--- src/logic/miner_regs_pkg.sv ---
// Register map and register-access types shared by the AXI slave and the register blocks
package miner_regs_pkg;

  // ------------------------------------------------------------
  // Address map, byte addresses on the OCL BAR
  // ------------------------------------------------------------
  // Scratch and LED block
  localparam logic [31:0] HELLO_WORLD_ADDR  = 32'h0000_0500;
  localparam logic [31:0] VLED_ADDR         = 32'h0000_0504;

  // Miner command registers, write side
  localparam logic [31:0] BLOCK_HEADER_ADDR = 32'h0000_0510;
  localparam logic [31:0] MATRIX_ADDR       = 32'h0000_0514;
  localparam logic [31:0] TARGET_ADDR       = 32'h0000_0518;
  localparam logic [31:0] NONCE_SIZE_ADDR   = 32'h0000_051C;
  localparam logic [31:0] START_ADDR        = 32'h0000_0520;
  localparam logic [31:0] STOP_ADDR         = 32'h0000_0524;
  localparam logic [31:0] HASH_SEL_ADDR     = 32'h0000_0528;

  // Miner result registers, read side
  localparam logic [31:0] STATUS_ADDR       = 32'h0000_0530;
  localparam logic [31:0] NONCE_ADDR        = 32'h0000_0534;
  localparam logic [31:0] HEAVYHASH_ADDR    = 32'h0000_0538;

  // Read data for an address nobody claims
  localparam logic [31:0] UNIMPLEMENTED_VALUE = 32'hDEAD_BEEF;

  // ------------------------------------------------------------
  // Internal register bus
  // ------------------------------------------------------------
  // Full-word write, valid for one cycle
  typedef struct packed {
    logic        valid;
    logic [31:0] addr;
    logic [31:0] data;
  } reg_wr_t;

  // Read request, valid for one cycle
  typedef struct packed {
    logic        valid;
    logic [31:0] addr;
  } reg_rd_req_t;

  // Combinational answer in the request cycle
  typedef struct packed {
    logic        hit;
    logic [31:0] data;
  } reg_rd_rsp_t;

  // ------------------------------------------------------------
  // Miner core side
  // ------------------------------------------------------------
  // One-hot pulses, word shared by all of them
  typedef struct packed {
    logic        block_header_we;
    logic        matrix_we;
    logic        target_we;
    logic        start;
    logic        stop;
    logic [31:0] word;
  } miner_cmd_t;

  typedef logic [1:0] miner_status_t;

endpackage

--- src/logic/ocl_axil_pkg.sv ---
// AXI4-Lite host port types for the OCL register interface, imported by the slave and top level
package ocl_axil_pkg;

  // ------------------------------------------------------------
  // Host to custom logic
  // ------------------------------------------------------------
  // Single-beat access only, so no len, size or burst fields
  typedef struct packed {
    logic        awvalid;
    logic [31:0] awaddr;
    logic        wvalid;
    logic [31:0] wdata;
    logic        bready;
    logic        arvalid;
    logic [31:0] araddr;
    logic        rready;
  } axil_m2s_t;

  // ------------------------------------------------------------
  // Custom logic to host
  // ------------------------------------------------------------
  typedef struct packed {
    logic        awready;
    logic        wready;
    logic        bvalid;
    logic [1:0]  bresp;
    logic        arready;
    logic        rvalid;
    logic [31:0] rdata;
    logic [1:0]  rresp;
  } axil_s2m_t;

  // Only response ever returned
  localparam logic [1:0] AXIL_RESP_OKAY = 2'b00;

endpackage

--- src/logic/cl_miner_shell.sv ---
// Top level of the miner register front end; connects the OCL slave to both register blocks
`timescale 1ns/1ps

module cl_miner_shell
  import ocl_axil_pkg::*;
  import miner_regs_pkg::*;
#(
  parameter int BLK_CNT = 8
)
(
  input  logic                       clk_main_a0,
  input  logic                       rst_main_n_sync,
  input  axil_m2s_t                  ocl_m2s,
  output axil_s2m_t                  ocl_s2m,
  input  logic [15:0]                sh_cl_status_vdip,
  output logic [15:0]                cl_sh_status_vled,
  output miner_cmd_t                 miner_cmd,
  output logic [31:0]                nonce_size,
  output logic [$clog2(BLK_CNT)-1:0] hash_select,
  output logic                       hash_re,
  input  miner_status_t              miner_status,
  input  logic [31:0]                nonce,
  input  logic [31:0]                heavyhash
);

  // Internal register bus
  reg_wr_t     reg_wr;
  reg_rd_req_t reg_rd_req;
  reg_rd_rsp_t rd_rsp_hello;
  reg_rd_rsp_t rd_rsp_miner;

  // ------------------------------------------------------------
  // Host port
  // ------------------------------------------------------------
  ocl_axil_slave u_ocl_axil_slave (
    .clk_main_a0     (clk_main_a0),
    .rst_main_n_sync (rst_main_n_sync),
    .ocl_m2s         (ocl_m2s),
    .ocl_s2m         (ocl_s2m),
    .reg_wr          (reg_wr),
    .reg_rd_req      (reg_rd_req),
    .rd_rsp_hello    (rd_rsp_hello),
    .rd_rsp_miner    (rd_rsp_miner)
  );

  // ------------------------------------------------------------
  // Register blocks
  // ------------------------------------------------------------
  hello_vled_regs u_hello_vled_regs (
    .clk_main_a0       (clk_main_a0),
    .rst_main_n_sync   (rst_main_n_sync),
    .reg_wr            (reg_wr),
    .reg_rd_req        (reg_rd_req),
    .rd_rsp            (rd_rsp_hello),
    .sh_cl_status_vdip (sh_cl_status_vdip),
    .cl_sh_status_vled (cl_sh_status_vled)
  );

  // Lane count sizes hash_select
  miner_ctrl_regs #(
    .BLK_CNT (BLK_CNT)
  ) u_miner_ctrl_regs (
    .clk_main_a0     (clk_main_a0),
    .rst_main_n_sync (rst_main_n_sync),
    .reg_wr          (reg_wr),
    .reg_rd_req      (reg_rd_req),
    .rd_rsp          (rd_rsp_miner),
    .miner_cmd       (miner_cmd),
    .nonce_size      (nonce_size),
    .hash_select     (hash_select),
    .hash_re         (hash_re),
    .miner_status    (miner_status),
    .nonce           (nonce),
    .heavyhash       (heavyhash)
  );

endmodule

--- src/logic/hello_vled_regs.sv ---
// Scratch register with byte-swapped readback and the DIP-masked virtual LED output
`timescale 1ns/1ps

module hello_vled_regs
  import miner_regs_pkg::*;
(
  input  logic        clk_main_a0,
  input  logic        rst_main_n_sync,
  input  reg_wr_t     reg_wr,
  input  reg_rd_req_t reg_rd_req,
  output reg_rd_rsp_t rd_rsp,
  input  logic [15:0] sh_cl_status_vdip,
  output logic [15:0] cl_sh_status_vled
);

  logic [31:0] scratch_q;
  logic [31:0] scratch_swapped;
  logic [15:0] vled_q;
  // DIP synchronizer stages
  logic [15:0] vdip_q1;
  logic [15:0] vdip_q2;

  // ------------------------------------------------------------
  // Scratch and LED shadow
  // ------------------------------------------------------------
  always_ff @(posedge clk_main_a0)
  begin
    if (!rst_main_n_sync)
    begin
      scratch_q         <= 32'h0;
      vled_q            <= 16'h0;
      vdip_q1           <= 16'h0;
      vdip_q2           <= 16'h0;
      cl_sh_status_vled <= 16'h0;
    end
    else
    begin
      if (reg_wr.valid && (reg_wr.addr == HELLO_WORLD_ADDR))
        scratch_q <= reg_wr.data;
      // LED follows low half of scratch, one cycle behind
      vled_q <= scratch_q[15:0];
      // Switches come from another domain
      vdip_q1 <= sh_cl_status_vdip;
      vdip_q2 <= vdip_q1;
      // Switch off = LED dark
      cl_sh_status_vled <= vled_q & vdip_q2;
    end
  end

  // Byte 0 ends up in the top byte
  assign scratch_swapped = {scratch_q[7:0], scratch_q[15:8],
                            scratch_q[23:16], scratch_q[31:24]};

  // ------------------------------------------------------------
  // Readback
  // ------------------------------------------------------------
  always_comb
  begin
    rd_rsp.hit  = 1'b0;
    rd_rsp.data = 32'h0;
    if (reg_rd_req.valid && (reg_rd_req.addr == HELLO_WORLD_ADDR))
    begin
      rd_rsp.hit  = 1'b1;
      rd_rsp.data = scratch_swapped;
    end
    else if (reg_rd_req.valid && (reg_rd_req.addr == VLED_ADDR))
    begin
      // Unmasked LED value
      rd_rsp.hit  = 1'b1;
      rd_rsp.data = {16'h0, vled_q};
    end
  end

endmodule

--- src/logic/miner_ctrl_regs.sv ---
// Miner control block that decodes host writes into core commands and returns core results
`timescale 1ns/1ps

module miner_ctrl_regs
  import miner_regs_pkg::*;
#(
  parameter int BLK_CNT = 8
)
(
  input  logic                       clk_main_a0,
  input  logic                       rst_main_n_sync,
  input  reg_wr_t                    reg_wr,
  input  reg_rd_req_t                reg_rd_req,
  output reg_rd_rsp_t                rd_rsp,
  output miner_cmd_t                 miner_cmd,
  output logic [31:0]                nonce_size,
  output logic [$clog2(BLK_CNT)-1:0] hash_select,
  output logic                       hash_re,
  input  miner_status_t              miner_status,
  input  logic [31:0]                nonce,
  input  logic [31:0]                heavyhash
);

  localparam int HSEL_W = $clog2(BLK_CNT);

  // Write decode
  logic wr_bh;
  logic wr_mx;
  logic wr_tg;
  logic wr_start;
  logic wr_stop;
  logic wr_cmd;

  // Registered command pulses and their word
  logic        bh_we_q;
  logic        mx_we_q;
  logic        tg_we_q;
  logic        start_q;
  logic        stop_q;
  logic [31:0] word_q;

  assign wr_bh    = reg_wr.valid && (reg_wr.addr == BLOCK_HEADER_ADDR);
  assign wr_mx    = reg_wr.valid && (reg_wr.addr == MATRIX_ADDR);
  assign wr_tg    = reg_wr.valid && (reg_wr.addr == TARGET_ADDR);
  assign wr_start = reg_wr.valid && (reg_wr.addr == START_ADDR);
  assign wr_stop  = reg_wr.valid && (reg_wr.addr == STOP_ADDR);
  assign wr_cmd   = wr_bh || wr_mx || wr_tg || wr_start || wr_stop;

  // ------------------------------------------------------------
  // Command pulses and held settings
  // ------------------------------------------------------------
  always_ff @(posedge clk_main_a0)
  begin
    if (!rst_main_n_sync)
    begin
      bh_we_q     <= 1'b0;
      mx_we_q     <= 1'b0;
      tg_we_q     <= 1'b0;
      start_q     <= 1'b0;
      stop_q      <= 1'b0;
      nonce_size  <= 32'h0;
      hash_select <= '0;
      hash_re     <= 1'b0;
    end
    else
    begin
      // One write per cycle, so pulses stay exclusive
      bh_we_q <= wr_bh;
      mx_we_q <= wr_mx;
      tg_we_q <= wr_tg;
      start_q <= wr_start;
      stop_q  <= wr_stop;

      if (reg_wr.valid && (reg_wr.addr == NONCE_SIZE_ADDR))
        nonce_size <= reg_wr.data;
      // Only enough bits to index a lane
      if (reg_wr.valid && (reg_wr.addr == HASH_SEL_ADDR))
        hash_select <= reg_wr.data[HSEL_W-1:0];

      // Lines up with the first rvalid cycle of the slave
      hash_re <= reg_rd_req.valid && (reg_rd_req.addr == HEAVYHASH_ADDR);
    end
  end

  // Word shared by all commands
  always_ff @(posedge clk_main_a0)
  begin
    if (wr_cmd)
      word_q <= reg_wr.data;
  end

  always_comb
  begin
    miner_cmd.block_header_we = bh_we_q;
    miner_cmd.matrix_we       = mx_we_q;
    miner_cmd.target_we       = tg_we_q;
    miner_cmd.start           = start_q;
    miner_cmd.stop            = stop_q;
    miner_cmd.word            = word_q;
  end

  // ------------------------------------------------------------
  // Result readback
  // ------------------------------------------------------------
  always_comb
  begin
    rd_rsp.hit  = 1'b0;
    rd_rsp.data = 32'h0;
    if (reg_rd_req.valid)
    begin
      case (reg_rd_req.addr)
        STATUS_ADDR:
        begin
          rd_rsp.hit  = 1'b1;
          rd_rsp.data = {30'h0, miner_status};
        end
        NONCE_ADDR:
        begin
          rd_rsp.hit  = 1'b1;
          rd_rsp.data = nonce;
        end
        HEAVYHASH_ADDR:
        begin
          rd_rsp.hit  = 1'b1;
          rd_rsp.data = heavyhash;
        end
        default:
        begin
          rd_rsp.hit  = 1'b0;
          rd_rsp.data = 32'h0;
        end
      endcase
    end
  end

  // Core sees at most one command per cycle
  a_cmd_onehot: assert property (
    @(posedge clk_main_a0) disable iff (!rst_main_n_sync)
    $onehot0({bh_we_q, mx_we_q, tg_we_q, start_q, stop_q})
  ) else $error("more than one miner command pulse");

endmodule

--- src/logic/ocl_axil_slave.sv ---
// AXI4-Lite single-beat slave that turns host transfers into internal register reads and writes
`timescale 1ns/1ps

module ocl_axil_slave
  import ocl_axil_pkg::*;
  import miner_regs_pkg::*;
(
  input  logic        clk_main_a0,
  input  logic        rst_main_n_sync,
  input  axil_m2s_t   ocl_m2s,
  output axil_s2m_t   ocl_s2m,
  output reg_wr_t     reg_wr,
  output reg_rd_req_t reg_rd_req,
  input  reg_rd_rsp_t rd_rsp_hello,
  input  reg_rd_rsp_t rd_rsp_miner
);

  // Write channel state
  logic        wr_active;
  logic [31:0] wr_addr;
  logic        bvalid_q;
  logic        awready;
  logic        wready;

  // Read channel state
  logic        rd_pend;
  logic [31:0] rd_addr;
  logic        rvalid_q;
  logic [31:0] rdata_q;
  logic        arready;
  logic [31:0] rd_data_sel;

  // Handshake events
  logic        aw_fire;
  logic        w_fire;
  logic        b_fire;
  logic        ar_fire;
  logic        r_fire;

  // ------------------------------------------------------------
  // Write path
  // ------------------------------------------------------------
  // Busy from AW accept until the B handshake
  assign awready = !wr_active && !bvalid_q;
  // W only completes while an address is held
  assign wready  = wr_active && ocl_m2s.wvalid;

  assign aw_fire = ocl_m2s.awvalid && awready;
  assign w_fire  = wready;
  assign b_fire  = bvalid_q && ocl_m2s.bready;

  always_ff @(posedge clk_main_a0)
  begin
    if (!rst_main_n_sync)
    begin
      wr_active <= 1'b0;
      bvalid_q  <= 1'b0;
    end
    else
    begin
      // AW and W never fire together
      if (aw_fire)
        wr_active <= 1'b1;
      else if (w_fire)
        wr_active <= 1'b0;

      // Response held until the host takes it
      if (w_fire)
        bvalid_q <= 1'b1;
      else if (b_fire)
        bvalid_q <= 1'b0;
    end
  end

  // Address latch
  always_ff @(posedge clk_main_a0)
  begin
    if (aw_fire)
      wr_addr <= ocl_m2s.awaddr;
  end

  // Broadcast write, same cycle as W transfer
  assign reg_wr.valid = w_fire;
  assign reg_wr.addr  = wr_addr;
  assign reg_wr.data  = ocl_m2s.wdata;

  // ------------------------------------------------------------
  // Read path
  // ------------------------------------------------------------
  assign arready = !rd_pend && !rvalid_q;
  assign ar_fire = ocl_m2s.arvalid && arready;
  assign r_fire  = rvalid_q && ocl_m2s.rready;

  always_ff @(posedge clk_main_a0)
  begin
    if (!rst_main_n_sync)
    begin
      rd_pend  <= 1'b0;
      rvalid_q <= 1'b0;
    end
    else
    begin
      // Request strobe lasts one cycle
      rd_pend <= ar_fire;
      if (rd_pend)
        rvalid_q <= 1'b1;
      else if (r_fire)
        rvalid_q <= 1'b0;
    end
  end

  always_ff @(posedge clk_main_a0)
  begin
    if (ar_fire)
      rd_addr <= ocl_m2s.araddr;
    // Captured once, held through back-pressure
    if (rd_pend)
      rdata_q <= rd_data_sel;
  end

  assign reg_rd_req.valid = rd_pend;
  assign reg_rd_req.addr  = rd_addr;

  // Pick the block that claims the address
  always_comb
  begin
    if (rd_rsp_hello.hit)
      rd_data_sel = rd_rsp_hello.data;
    else if (rd_rsp_miner.hit)
      rd_data_sel = rd_rsp_miner.data;
    else
      rd_data_sel = UNIMPLEMENTED_VALUE;
  end

  // ------------------------------------------------------------
  // Host outputs
  // ------------------------------------------------------------
  always_comb
  begin
    ocl_s2m.awready = awready;
    ocl_s2m.wready  = wready;
    ocl_s2m.bvalid  = bvalid_q;
    ocl_s2m.bresp   = AXIL_RESP_OKAY;
    ocl_s2m.arready = arready;
    ocl_s2m.rvalid  = rvalid_q;
    ocl_s2m.rdata   = rdata_q;
    ocl_s2m.rresp   = AXIL_RESP_OKAY;
  end

  // Read data must not move under a stalled R channel
  a_rdata_stable: assert property (
    @(posedge clk_main_a0) disable iff (!rst_main_n_sync)
    (rvalid_q && !ocl_m2s.rready) |=> $stable(rdata_q)
  ) else $error("rdata changed while R channel stalled");

  // Address maps of the two blocks are disjoint
  a_single_hit: assert property (
    @(posedge clk_main_a0) disable iff (!rst_main_n_sync)
    !(rd_rsp_hello.hit && rd_rsp_miner.hit)
  ) else $error("two register blocks claimed one read");

endmodule

--- config.mk ---
export PLATFORM = sky130hd
export DESIGN_NAME = cl_miner_shell
export DESIGN_NICKNAME = d
export VERILOG_FILES = /design/src/logic/miner_regs_pkg.sv /design/src/logic/ocl_axil_pkg.sv /design/src/logic/cl_miner_shell.sv /design/src/logic/hello_vled_regs.sv /design/src/logic/miner_ctrl_regs.sv /design/src/logic/ocl_axil_slave.sv
export SDC_FILE = /design/constraint.sdc
export NUM_CORES = 1
export LEC_CHECK = 0
export BUFFER_PORTS_ARGS = -buffer_cell sky130_fd_sc_hd__buf_2
export CORE_MARGIN = 2
export CORE_UTILIZATION = 50
export CTS_BUF_LIST = sky130_fd_sc_hd__clkbuf_8
export DETAILED_ROUTE_END_ITERATION = 6
export GPL_TIMING_DRIVEN = 1
export PLACE_DENSITY_LB_ADDON = 0.12
export RECOVER_POWER = 100
export SLEW_MARGIN = 20
export SYNTH_ARGS = -nofsm -noshare
export SYNTH_HDL_FRONTEND = slang
export SYNTH_SLANG_ARGS = --single-unit
export TNS_END_PERCENT = 10
--- constraint.sdc ---
create_clock -name clk_main_a0 -period 3.25 [get_ports clk_main_a0]
set_clock_uncertainty 0.2 [all_clocks]
set_input_delay 0.65 -clock clk_main_a0 [delete_from_list [all_inputs] [get_ports clk_main_a0]]
set_output_delay 0.65 -clock clk_main_a0 [all_outputs]
set_load 0.005 [all_outputs]
# == Word-level counts from Yosys, hierarchy flattened ==
# Index checks and enable logic that the tools add are counted.
# totals
regBits,269
in_bits,185
output_inout_bits,130
elab_cells,76
# classes
eq_ne,13
n_mux,12
n_bitwise,1
n_reduce_logical,29
# op_table
operator,n
32-bit by 11-bit equality test with 1-bit output (second input constant),13
33-bit 2-to-1 mux,3
33-bit case mux with 3 select lines,1
32-bit 2-to-1 mux,2
1-bit logical AND,18
16-bit bitwise AND,1
1-bit 2-to-1 mux,6
2-bit nonzero test,3
1-bit logical NOT,4
1-bit logical OR,4

# == Depth between registers and ports, before layout ==
# Gate-level depths: netlist of run 1.
# depth
word_depth,6
ltp_mapped,6
ltp_nobuf,4

# == Cells and area by module ==
# Synthesis of run 1 repeated with hierarchy kept, for this count alone.
# hier_totals
cells_unflattened,1011
area_unflattened_um2,11646.2
# modules_own_cells
mod,n_inst,cells_each,area_per_inst_um2,seq_area_each_um2
miner_ctrl_regs,1,438,4211.5,1781.7
ocl_axil_slave,1,224,3966.3,2962.8
hello_vled_regs,1,349,3468.3,1921.8

# == Worst setup path after synthesis of run 1 ==
# Ideal clock, no wire load.
# synth_path
kind,input to register
startpoint,input port ocl_m2s[67] (netlist bit)
endpoint,register u_miner_ctrl_regs.word_q[0] (enable)
setup_ps,392
t_arrival_ps,1885
required_time_ps,2658
path_slack_ps,773
stages,4
n_path_buf,0
cell_sequence,and2_1 > nand4_1 > nor2_1 > and2_1
# synth_between
elab_chain_cells,6
elab_cells_between_ends,10
classes_between,reduce/logical: 10
# synth_rtl
element,line_no,source
"start, declared",cl_miner_shell.sv:13,"input axil_m2s_t ocl_m2s,"
1-bit logical AND (*),ocl_axil_slave.sv:46,assign wready = wr_active && ocl_m2s.wvalid;
1-bit logical AND (on tied branches),"miner_ctrl_regs.sv:42, miner_ctrl_regs.sv:43",
1-bit logical OR (3 in a row),miner_ctrl_regs.sv:47,assign wr_cmd = wr_bh || wr_mx || wr_tg || wr_start || wr_stop;
1-bit logical OR (*),miner_ctrl_regs.sv:47,
via u_miner_ctrl_regs.wr_cmd,miner_ctrl_regs.sv:32,logic wr_cmd;
"end signal, assigned",miner_ctrl_regs.sv:89,word_q <= reg_wr.data;
"end, declared",miner_ctrl_regs.sv:40,logic [31:0] word_q;
# Mark *: on every way through the listed nets, which the timed path passes. The rest lies on a longest branch.
# A chain may end at the register's enable or synchronous reset.

==> impl_metrics.yaml, run 1 <==
global_routing:
  grt_overflow_total: 0
  grt_max_degree: 48
  via_count_of_the_first_global_routing_pass: 6317
  first_pass_grt_wire_length_mm: 33.2
  grt_antenna_before_repair: 1
  grt.total_usage: 0.211
synthesis:
  synth_area_leader_cell: "edfxtp_1"
  netlist_top_cells_area: "edfxtp_1 39%, dfxtp_1 29%, mux2i_1 7.3%"
  synth_cells: 793
  synth_most_common_cell: "dfxtp_1"
  synth-edff-count: 128
  synth_area_sq_mm: 0.00987
  number_of_register_bits_inferred_by_synthesis: 269
  synth.avg_cell_area_sq_um: 12.5
  synth_top_cells_by_count: "141 x dfxtp_1, 128 x edfxtp_1, 116 x nand2_1"
  synth_cell_type_count: 38
  async_flop_share: 0
  synth_top_area_share: 0.389
  synth-seq-area-share: 0.675
  warnings_synthesis: 0
  predominant_post_synthesis_flop_cell: "dfxtp_1"
routing:
  vias: 6859
  dr.first_iter.drc_count: 301
  drtPass1Iterations: 4
  routed_via_density: 4.88
  drt_drc_violations_left: 0
  detail_route.wl_per_cell_um: 16.5
  final_antenna_net_count: 0
  routed_wl_mm: 23.2
sta:
  final-max-slew-violation-count: 65
  finalHoldViolations: 0
  fmax_ghz: 0.387
  setup_viol_count_final: 0
  layout_min_cycle_time_ns: 2.58
  max_slew_margin: -0.121
  grt_setup_unrepaired: "false"
  finalSetupTns_ns: 0
  worst-slew-pin-transition_ns: 1.68
  layout_worst_path_cycle_share: 0.794
final_layout:
  drive_above_1_share: 0.256
  final_cell_area_sq_mm: 0.0123
  fillerInstances: 1675
  final_cells: 1405
  antenna-diode-count: 0
  finalNetCount: 1292
  flow.area_growth_from_synthesis_pct: 24.3
  fin_util: 0.633
clock_network:
  cts_buffer_depth: 3
  path_clk_slew_ns: 0.07
  cts.repair_timing.setup_buffer_count: 0
  post_cts_resized: 0
  tritoncts: "built"
  cts.htree.levels: 2
  cts_buffers: 42
  cts_num_sinks: 269
  root_buffer: "clkbuf_8"
  clk-insertion-delay-late_ns: 0.53
  postCtsHoldBufs: 0
floorplan:
  die_area_sq_mm: 0.0209
  rows: 51
  initial_utilization: 0.509
  die_height_um: 145
  pin_count: 315
  core_sq_mm: 0.0194
  fp.dieW_um: 145
critical_path:
  timing_worst_setup_path_type: "in -> reg"
  startpoint_type: "primary input"
  path_max_fanout: 34
  startpoint: "rst_main_n_sync"
  worstPathArrival_ns: 2.84
  worstPathRequired_ns: 3.50
  worst_r2r_startpoint: "u_ocl_axil_slave.rd_pend"
  timing.critical_path.to_type: "flip-flop"
place:
  placed_area_sq_mm: 0.0116
  port-buffer-count: 310
  gp_routability_congestion: 0.771
  placed_cells_incl_taps: 1328
  post-dp-hpwl_mm: 16.8
min_path:
  hp-class: "in -> reg"
  min-delay-start: "ocl_m2s[3]"
run:
  count_of_max_cap_constraint_violations: 2
power:
  p_leak_nw: 4.85
  worst_ir_drop_vdd_v: 0.000418
  power.density_cell_area_mw_per_mm2: 560
outcome:
  run_status: "complete, but fails checks"
  violations_in_the_final_reports: "capacitance limit, slew limit"
## final timing paths
check                                         end  depth (start not counted)  slack, ns
hold reg to reg     u_hello_vled_regs.vdip_q2[12]                          1       0.23
hold / removal        u_ocl_axil_slave.rd_addr[2]                          1       0.09
setup reg to reg     u_ocl_axil_slave.rd_addr[29]                          3       0.67
setup / recovery  u_miner_ctrl_regs.nonce_size[3]                          4       0.67
## layer usage
metal  track usage  share of wire  wire length (um)
met1         0.263           0.41              9610
met2         0.354           0.50             11600
met3        0.0570          0.069              1590
met4        0.0746          0.017               384
met5             0              0                 0
## final cells by class
cell class                      count  area (sq um)  area share
Clock buffer                       52           716      0.0583
Clock inverter                     25           155      0.0126
Inverter                           23          86.3     0.00703
Multi-Input combinational cell    446          2790       0.227
Sequential cell                   269          6670       0.543
Tap cell                          265           332      0.0270
Timing Repair Buffer              325          1530       0.125
## critical path: stages
cell	delay, ns
clkbuf_1	1.03
clkbuf_1	0.76
nand2_1	0.20
mux2i_1	0.18
## cell families (layout without fill, tap and decap cells)
| logic type | after synthesis | count (layout) | share of synthesized area |
|---|---|---|---|
| simple gates | 278 | 278 | 0.143 |
| flops | 269 | 269 | 0.675 |
| mux | 85 | 85 | 0.0878 |
| buf+inv | 81 | 425 | 0.0423 |
| compound gates | 79 | 79 | 0.0511 |
| other cells | 1 | 4 | 0.000380 |
## layout by cell type, fill, tap and decap left out, types with 5 or more instances in the layout
cell type,count
a21oi_1,22
buf_2,198
nand4_1,5
o21ai_0,11
nor3_1,7
nor4_1,13
and2_0,13
o22ai_1,17
mux2i_1,72
clkbuf_1,114
clkbuf_8,52
a22oi_1,8
and2_1,25
buf_4,8
o32a_1,5
nor2_1,52
inv_1,33
dfxtp_1,141
clkinv_1,8
edfxtp_1,128
and4_1,5
nand2_1,116
and3_1,17
nor2b_1,9
a211oi_1,11
mux2_2,13
## power by group
group	total (mW)	internal, mW	switching (mW)
registers	3.69	3.65	0.0418
logic	0.321	0.141	0.180
clock network	2.87	1.60	1.27
total	6.88	5.39	1.49
## sequential cells by signal, summed over array words and instances (netlist names), 32 cells and up
register	cells
u_ocl_axil_slave.rdata_q	32
u_ocl_axil_slave.rd_addr	32
u_ocl_axil_slave.wr_addr	32
u_hello_vled_regs.scratch_q	32
u_miner_ctrl_regs.word_q	32
u_miner_ctrl_regs.nonce_size	32
## per-stage QoR
stage	hold slack [ns]	power (mW)	setup WS (ns)
finish	0.0912	6.88	0.668
global route	0.0693	7.14	0.333
detailed placement	0.219	4.10	0.794
global placement	0.213	4.09	0.858
CTS	0.0645	6.95	0.819
floorplan	0.206	3.92	0.773
No activity file was read; power rests on OpenSTA's default activity.
==> run 2, diff against run 1 <==
==> constraint.sdc (replaced) <==
create_clock -name clk_main_a0 -period 2.6 [get_ports clk_main_a0]
set_clock_uncertainty 0.2 [all_clocks]
set_input_delay 0.52 -clock clk_main_a0 [delete_from_list [all_inputs] [get_ports clk_main_a0]]
set_output_delay 0.52 -clock clk_main_a0 [all_outputs]
set_load 0.005 [all_outputs]
==> impl_metrics.yaml, run 2 (synthesis results as in run 1) <==
floorplan:
  core_sq_mm: 0.0194
  die_area_sq_mm: 0.0209
  rows: 51
  die_height_um: 145
  initial_utilization: 0.509
  fp.dieW_um: 145
  pin_count: 315
final_layout:
  layout.cells.most_common: "buf_2"
  fillerInstances: 1578
  finalNetCount: 1407
  fin_util: 0.689
  most-common-layout-cells: "186 x buf_2, 141 x dfxtp_1, 128 x edfxtp_1"
  flow.area_growth_from_synthesis_pct: 35.3
  area_of_the_multi_input_gates_sq_mm: 0.00278
  antenna-diode-count: 0
  ff_latch_area_sq_mm: 0.00667
  drive_above_1_share: 0.224
global_routing:
  grt.total_usage: 0.240
  first_pass_grt_wire_length_mm: 37.7
  grt_antenna_before_repair: 0
  via_count_of_the_first_global_routing_pass: 7161
  grt_max_degree: 50
  grt_overflow_total: 0
sta:
  finalHoldViolations: 0
  hold-worst-slack_ns: 0.0335
  fmax_ghz: 0.445
  grt_setup_unrepaired: "false"
  max_slew_margin: 0.261
  post-route-worst-setup-slack_ns: 0.354
  layout_min_cycle_time_ns: 2.25
  final-max-slew-violation-count: 0
  setup_viol_count_final: 0
  finalSetupTns_ns: 0
  layout_worst_path_cycle_share: 0.864
  worst-slew-pin-transition_ns: 1.11
clock_network:
  clk-insertion-delay-late_ns: 0.53
  cts_buffer_depth: 3
  tritoncts: "built"
  path_clk_slew_ns: 0.06
  postCtsHoldBufs: 110
  cts.htree.levels: 2
  cts.repair_timing.setup_buffer_count: 0
  root_buffer: "clkbuf_8"
  cts_buffers: 42
  post_cts_resized: 0
  cts_num_sinks: 269
place:
  gp_routability_congestion: 0.817
  post-dp-hpwl_mm: 17.2
  port-buffer-count: 310
  preCtsSetupSlack_ns: 0.462
min_path:
  min-delay-start: "ocl_m2s[33]"
  worstHoldPathCells: 2
  hp-class: "in -> reg"
critical_path:
  worst_r2r_startpoint: "u_ocl_axil_slave.wr_addr[13]"
  path_max_fanout: 32
  startpoint_type: "flip-flop"
  timing_worst_setup_path_type: "reg -> reg"
  r2r_cells: 5
  timing.critical_path.to_type: "flip-flop"
  worstPathRequired_ns: 2.85
  worstPathArrival_ns: 2.50
  startpoint: "u_ocl_axil_slave.wr_addr[13]"
routing:
  vias: 7411
  detail_route.wl_per_cell_um: 17.1
  final_antenna_net_count: 0
  routed_via_density: 4.88
  drt_drc_violations_left: 0
  drtPass1Iterations: 5
  routed_wl_mm: 26.0
  dr.first_iter.drc_count: 326
outcome:
  run_status: "finished, final reports clean"
power:
  power.total_mw: 8.46
  p_leak_nw: 5.30
  worst_ir_drop_vdd_v: 0.000513
  power.density_cell_area_mw_per_mm2: 633
run:
  count_of_max_cap_constraint_violations: 0
run 2: routing by layer:
layer | vias up | global-route usage | routed length, um
li1 | 3649 | - | -
met1 | 3448 | 0.287 | 10600
met5 | - | 0 | 0
met4 | 0 | 0.0874 | 733
met3 | 60 | 0.0596 | 1540
met2 | 254 | 0.419 | 13200
run 2: critical path, cell delays in order, from the launching register on:
cell	delay [ns]
edfxtp_1	0.38
nor4_1	0.38
nand4_1	0.34
nor3_4	0.32
buf_12	0.28
mux2i_1	0.22
run 2: report_power, final:
group	internal [mW]	leakage, nW	switching [mW]	total, mW
clock network	1.72	0.472	1.57	3.29
registers	4.56	2.30	0.0523	4.61
logic	0.289	2.52	0.264	0.553
run 2: final timing paths:
path | end | slack [ns]
max | u_miner_ctrl_regs.nonce_size[25] | 0.35
min | u_ocl_axil_slave.rd_pend | 0.03
max reg2reg | u_miner_ctrl_regs.nonce_size[25] | 0.35
min reg2reg | u_hello_vled_regs.vdip_q2[10] | 0.23
run 2: per-stage QoR:
| step | std cells | cell area (sq um) |
|---|---|---|
| final | 1520 | 13400 |
| after global routing | 1520 | 13400 |
| after CTS | 1519 | 13500 |
| after detailed placement | 1332 | 11700 |
| after global placement | 1332 | 11700 |
| after floorplan | 796 | 9880 |
run 2: area by class of cell:
| cell class | count | area share |
|---|---|---|
| Sequential cell | 269 | 0.499 |
| Multi-Input combinational cell | 446 | 0.208 |
| Timing Repair Buffer | 440 | 0.203 |
| Clock buffer | 49 | 0.0505 |
| Tap cell | 265 | 0.0248 |
| Clock inverter | 28 | 0.00862 |
| Inverter | 23 | 0.00646 |
==> run 3, diff against run 2 <==
--- a/config.mk
+++ b/config.mk
@@ -5,6 +5,8 @@
 export SDC_FILE = /design/constraint.sdc
 export NUM_CORES = 1
 export LEC_CHECK = 0
+export ABC_AREA = 1
+export ABC_CLOCK_PERIOD_IN_PS = 2600
 export BUFFER_PORTS_ARGS = -buffer_cell sky130_fd_sc_hd__buf_2
 export CORE_MARGIN = 2
 export CORE_UTILIZATION = 50
@@ -16,5 +18,6 @@
 export SLEW_MARGIN = 20
 export SYNTH_ARGS = -nofsm -noshare
 export SYNTH_HDL_FRONTEND = slang
+export SYNTH_HIERARCHICAL = 1
 export SYNTH_SLANG_ARGS = --single-unit
 export TNS_END_PERCENT = 10
==> impl_metrics.yaml, run 3 <==
routing:
  detail_route.wl_per_cell_um: 14.7
  dr.first_iter.drc_count: 500
  drt_drc_violations_left: 0
  drtPass1Iterations: 5
  routed_via_density: 4.73
  routed_wl_mm: 30.7
  vias: 9844
  final_antenna_net_count: 0
clock_network:
  path_clk_slew_ns: 0.06
  cts.htree.levels: 2
  clk-insertion-delay-late_ns: 0.54
  cts_buffers: 44
  cts_buffer_depth: 3
  root_buffer: "clkbuf_8"
  cts.repair_timing.setup_buffer_count: 0
  cts_num_sinks: 269
  tritoncts: "built"
final_layout:
  fin_util: 0.638
  ff_latch_area_sq_mm: 0.00667
  drive_above_1_share: 0.191
  most-common-layout-cells: "273 x nor2_1, 240 x nand2_1, 167 x buf_2"
  finalNetCount: 1914
  area_of_the_multi_input_gates_sq_mm: 0.00384
  layout.cells.most_common: "nor2_1"
  final_cells: 2082
  fillerInstances: 2102
  flow.area_growth_from_synthesis_pct: 25.5
  final_cell_area_sq_mm: 0.0150
critical_path:
  startpoint_type: "flip-flop"
  timing_worst_setup_path_type: "reg -> reg"
  worstPathRequired_ns: 2.82
  timing.rr.end: "u_hello_vled_regs/scratch_q[14]"
  worst_r2r_startpoint: "u_ocl_axil_slave/wr_addr[1]"
  timing.critical_path.to_type: "flip-flop"
  worstPathArrival_ns: 2.53
  r2r_cells: 8
  setup.reg_to_reg.worst_slack_ns: 0.30
  path_max_fanout: 32
synthesis:
  synth-edff-count: 128
  synth.avg_cell_area_sq_um: 8.87
  synth_area_sq_mm: 0.0119
  synth_cells: 1345
  synth_most_common_cell: "nor2_1"
  warnings_synthesis: 6
  synth-seq-area-share: 0.559
  synth_cell_type_count: 39
  predominant_post_synthesis_flop_cell: "dfxtp_1"
  number_of_register_bits_inferred_by_synthesis: 269
  netlist_top_cells_area: "edfxtp_1 32%, dfxtp_1 24%, nor2_1 8.3%"
  synth_top_area_share: 0.322
  async_flop_share: 0
  synth_area_leader_cell: "edfxtp_1"
  synth_top_cells_by_count: "265 x nor2_1, 239 x nand2_1, 149 x inv_1"
power:
  power.density_cell_area_mw_per_mm2: 574
  internal_power_mw: 6.66
  clockPowerShare: 0.401
  p_comb_frac: 0.063
  power.net_switching_mw: 1.93
  worst_ir_drop_vdd_v: 0.000461
  sw_frac_of_total: 0.225
  p_leak_nw: 6.51
  pwr-share-seq: 0.536
  power.total_mw: 8.59
global_routing:
  grt_overflow_total: 0
  first_pass_grt_wire_length_mm: 46.1
  grt.total_usage: 0.237
  grt_antenna_before_repair: 1
  via_count_of_the_first_global_routing_pass: 9191
  grt_max_degree: 67
sta:
  layout_worst_path_cycle_share: 0.886
  max_slew_margin: 0.170
  final-max-slew-violation-count: 0
  finalHoldViolations: 0
  grt_setup_unrepaired: "false"
  worst-slew-pin-transition_ns: 1.25
  setup_viol_count_final: 0
  layout_min_cycle_time_ns: 2.30
  fmax_ghz: 0.434
  hold-worst-slack_ns: 0.0526
floorplan:
  initial_utilization: 0.508
  pin_count: 315
  die_area_sq_mm: 0.0251
  rows: 56
  fp.dieW_um: 158
  die_height_um: 158
  core_sq_mm: 0.0235
place:
  post-dp-hpwl_mm: 21.5
  placed_cells_incl_taps: 1893
  placed_area_sq_mm: 0.0133
  gp_routability_congestion: 0.864
  port-buffer-count: 310
run:
  count_of_max_cap_constraint_violations: 0
min_path:
  hp-class: "in -> reg"
  min-delay-start: "ocl_m2s[34]"
  worst_hold_path.endpoint: "u_ocl_axil_slave/bvalid_q"
  worstHoldPathCells: 4
outcome:
  run_status: "finished, final reports clean"
==> run 3: changes by cell type after synthesis, moves of 18 or more <==
cell      previous run  this run
nand3_1              2       129
inv_1               23       149
nand2_2              0        23
buf_4               14        62
a21oi_2              0        20
nand2_1            116       239
and2_1              39         3
a21oi_1             22        41
nor2_2               0        25
clkbuf_1            28        10
mux2i_1             72         0
nand3b_1             0        30
nor2_1              52       265
==> run 3: final cells by class <==
class	count	area share
clock buffers	53	0.0487
repair buffers	441	0.176
well taps	319	0.0267
multi-input cells	818	0.257
inverters	155	0.0397
flip-flops and latches	269	0.445
clock inverters	26	0.00694
diodes	1	0.000167
==> run 3: critical path, stage by stage (launching register included) <==
cell and delay, ns:
edfxtp_1 0.39, or2_1 0.25, nor2_1 0.25, nand2_1 0.15, nor2_4 0.09, clkbuf_2 0.52, nand3_1 0.17, nand2_1 0.11
nor2_1 0.05
==> run 3: cells by family after synthesis <==
| group | synth area share |
|---|---|
| AND/OR/NAND/NOR | 0.291 |
| buffers and inverters | 0.118 |
| flip-flops | 0.559 |
| other | 0.000314 |
| AO/OA/AOI/OAI | 0.0327 |
==> run 3: how the worst max path moves through the flow <==
stage               depth (start not counted)                        start                              end  slack, ns
global route                               12  u_ocl_axil_slave/rd_addr[9]      u_ocl_axil_slave/rdata_q[5]       0.09
detailed placement                          8                  ocl_m2s[67]     u_miner_ctrl_regs/word_q[15]       0.35
floorplan                                   7                  ocl_m2s[67]      u_miner_ctrl_regs/word_q[0]      -0.32
finish                                      8  u_ocl_axil_slave/wr_addr[1]  u_hello_vled_regs/scratch_q[14]       0.30
global placement                            8                  ocl_m2s[67]     u_miner_ctrl_regs/word_q[15]       0.42
CTS                                        12  u_ocl_axil_slave/rd_addr[2]     u_ocl_axil_slave/rdata_q[18]       0.34
==> run 3: layer usage <==
metal / global-route usage / wire length (um) / vias up
met2: 0.393 / 14200 / 359
met1: 0.304 / 13300 / 4468
met4: 0.0871 / 921 / 0
met5: 0 / 0 / -
li1: - / - / 4952
met3: 0.0539 / 2240 / 65
==> run 3: power groups by stage <==
stage	registers, mW	clock network [mW]	logic [mW]
floorplan	4.69	0	0.247
global placement	4.69	0	0.419
detailed placement	4.69	0	0.424
CTS	4.60	3.54	0.553
global route	4.62	3.72	0.603
finish	4.61	3.44	0.543
==> run 3: through the flow <==
step / TNS [ns] / worst slack, ns
final: 0 / 0.295
after global routing: 0 / 0.0921
after CTS: 0 / 0.337
after detailed placement: 0 / 0.353
after global placement: 0 / 0.415
after floorplan: -18.64 / -0.319
==> run 3: what timing repair did <==
| item | CTS | global route |
|---|---|---|
| endpoints found under the setup margin | 0 | 0 |
| hold endpoints to repair | 109 | 0 |
| gates resized for setup | 0 | 0 |
| hold buffers | 109 | 0 |
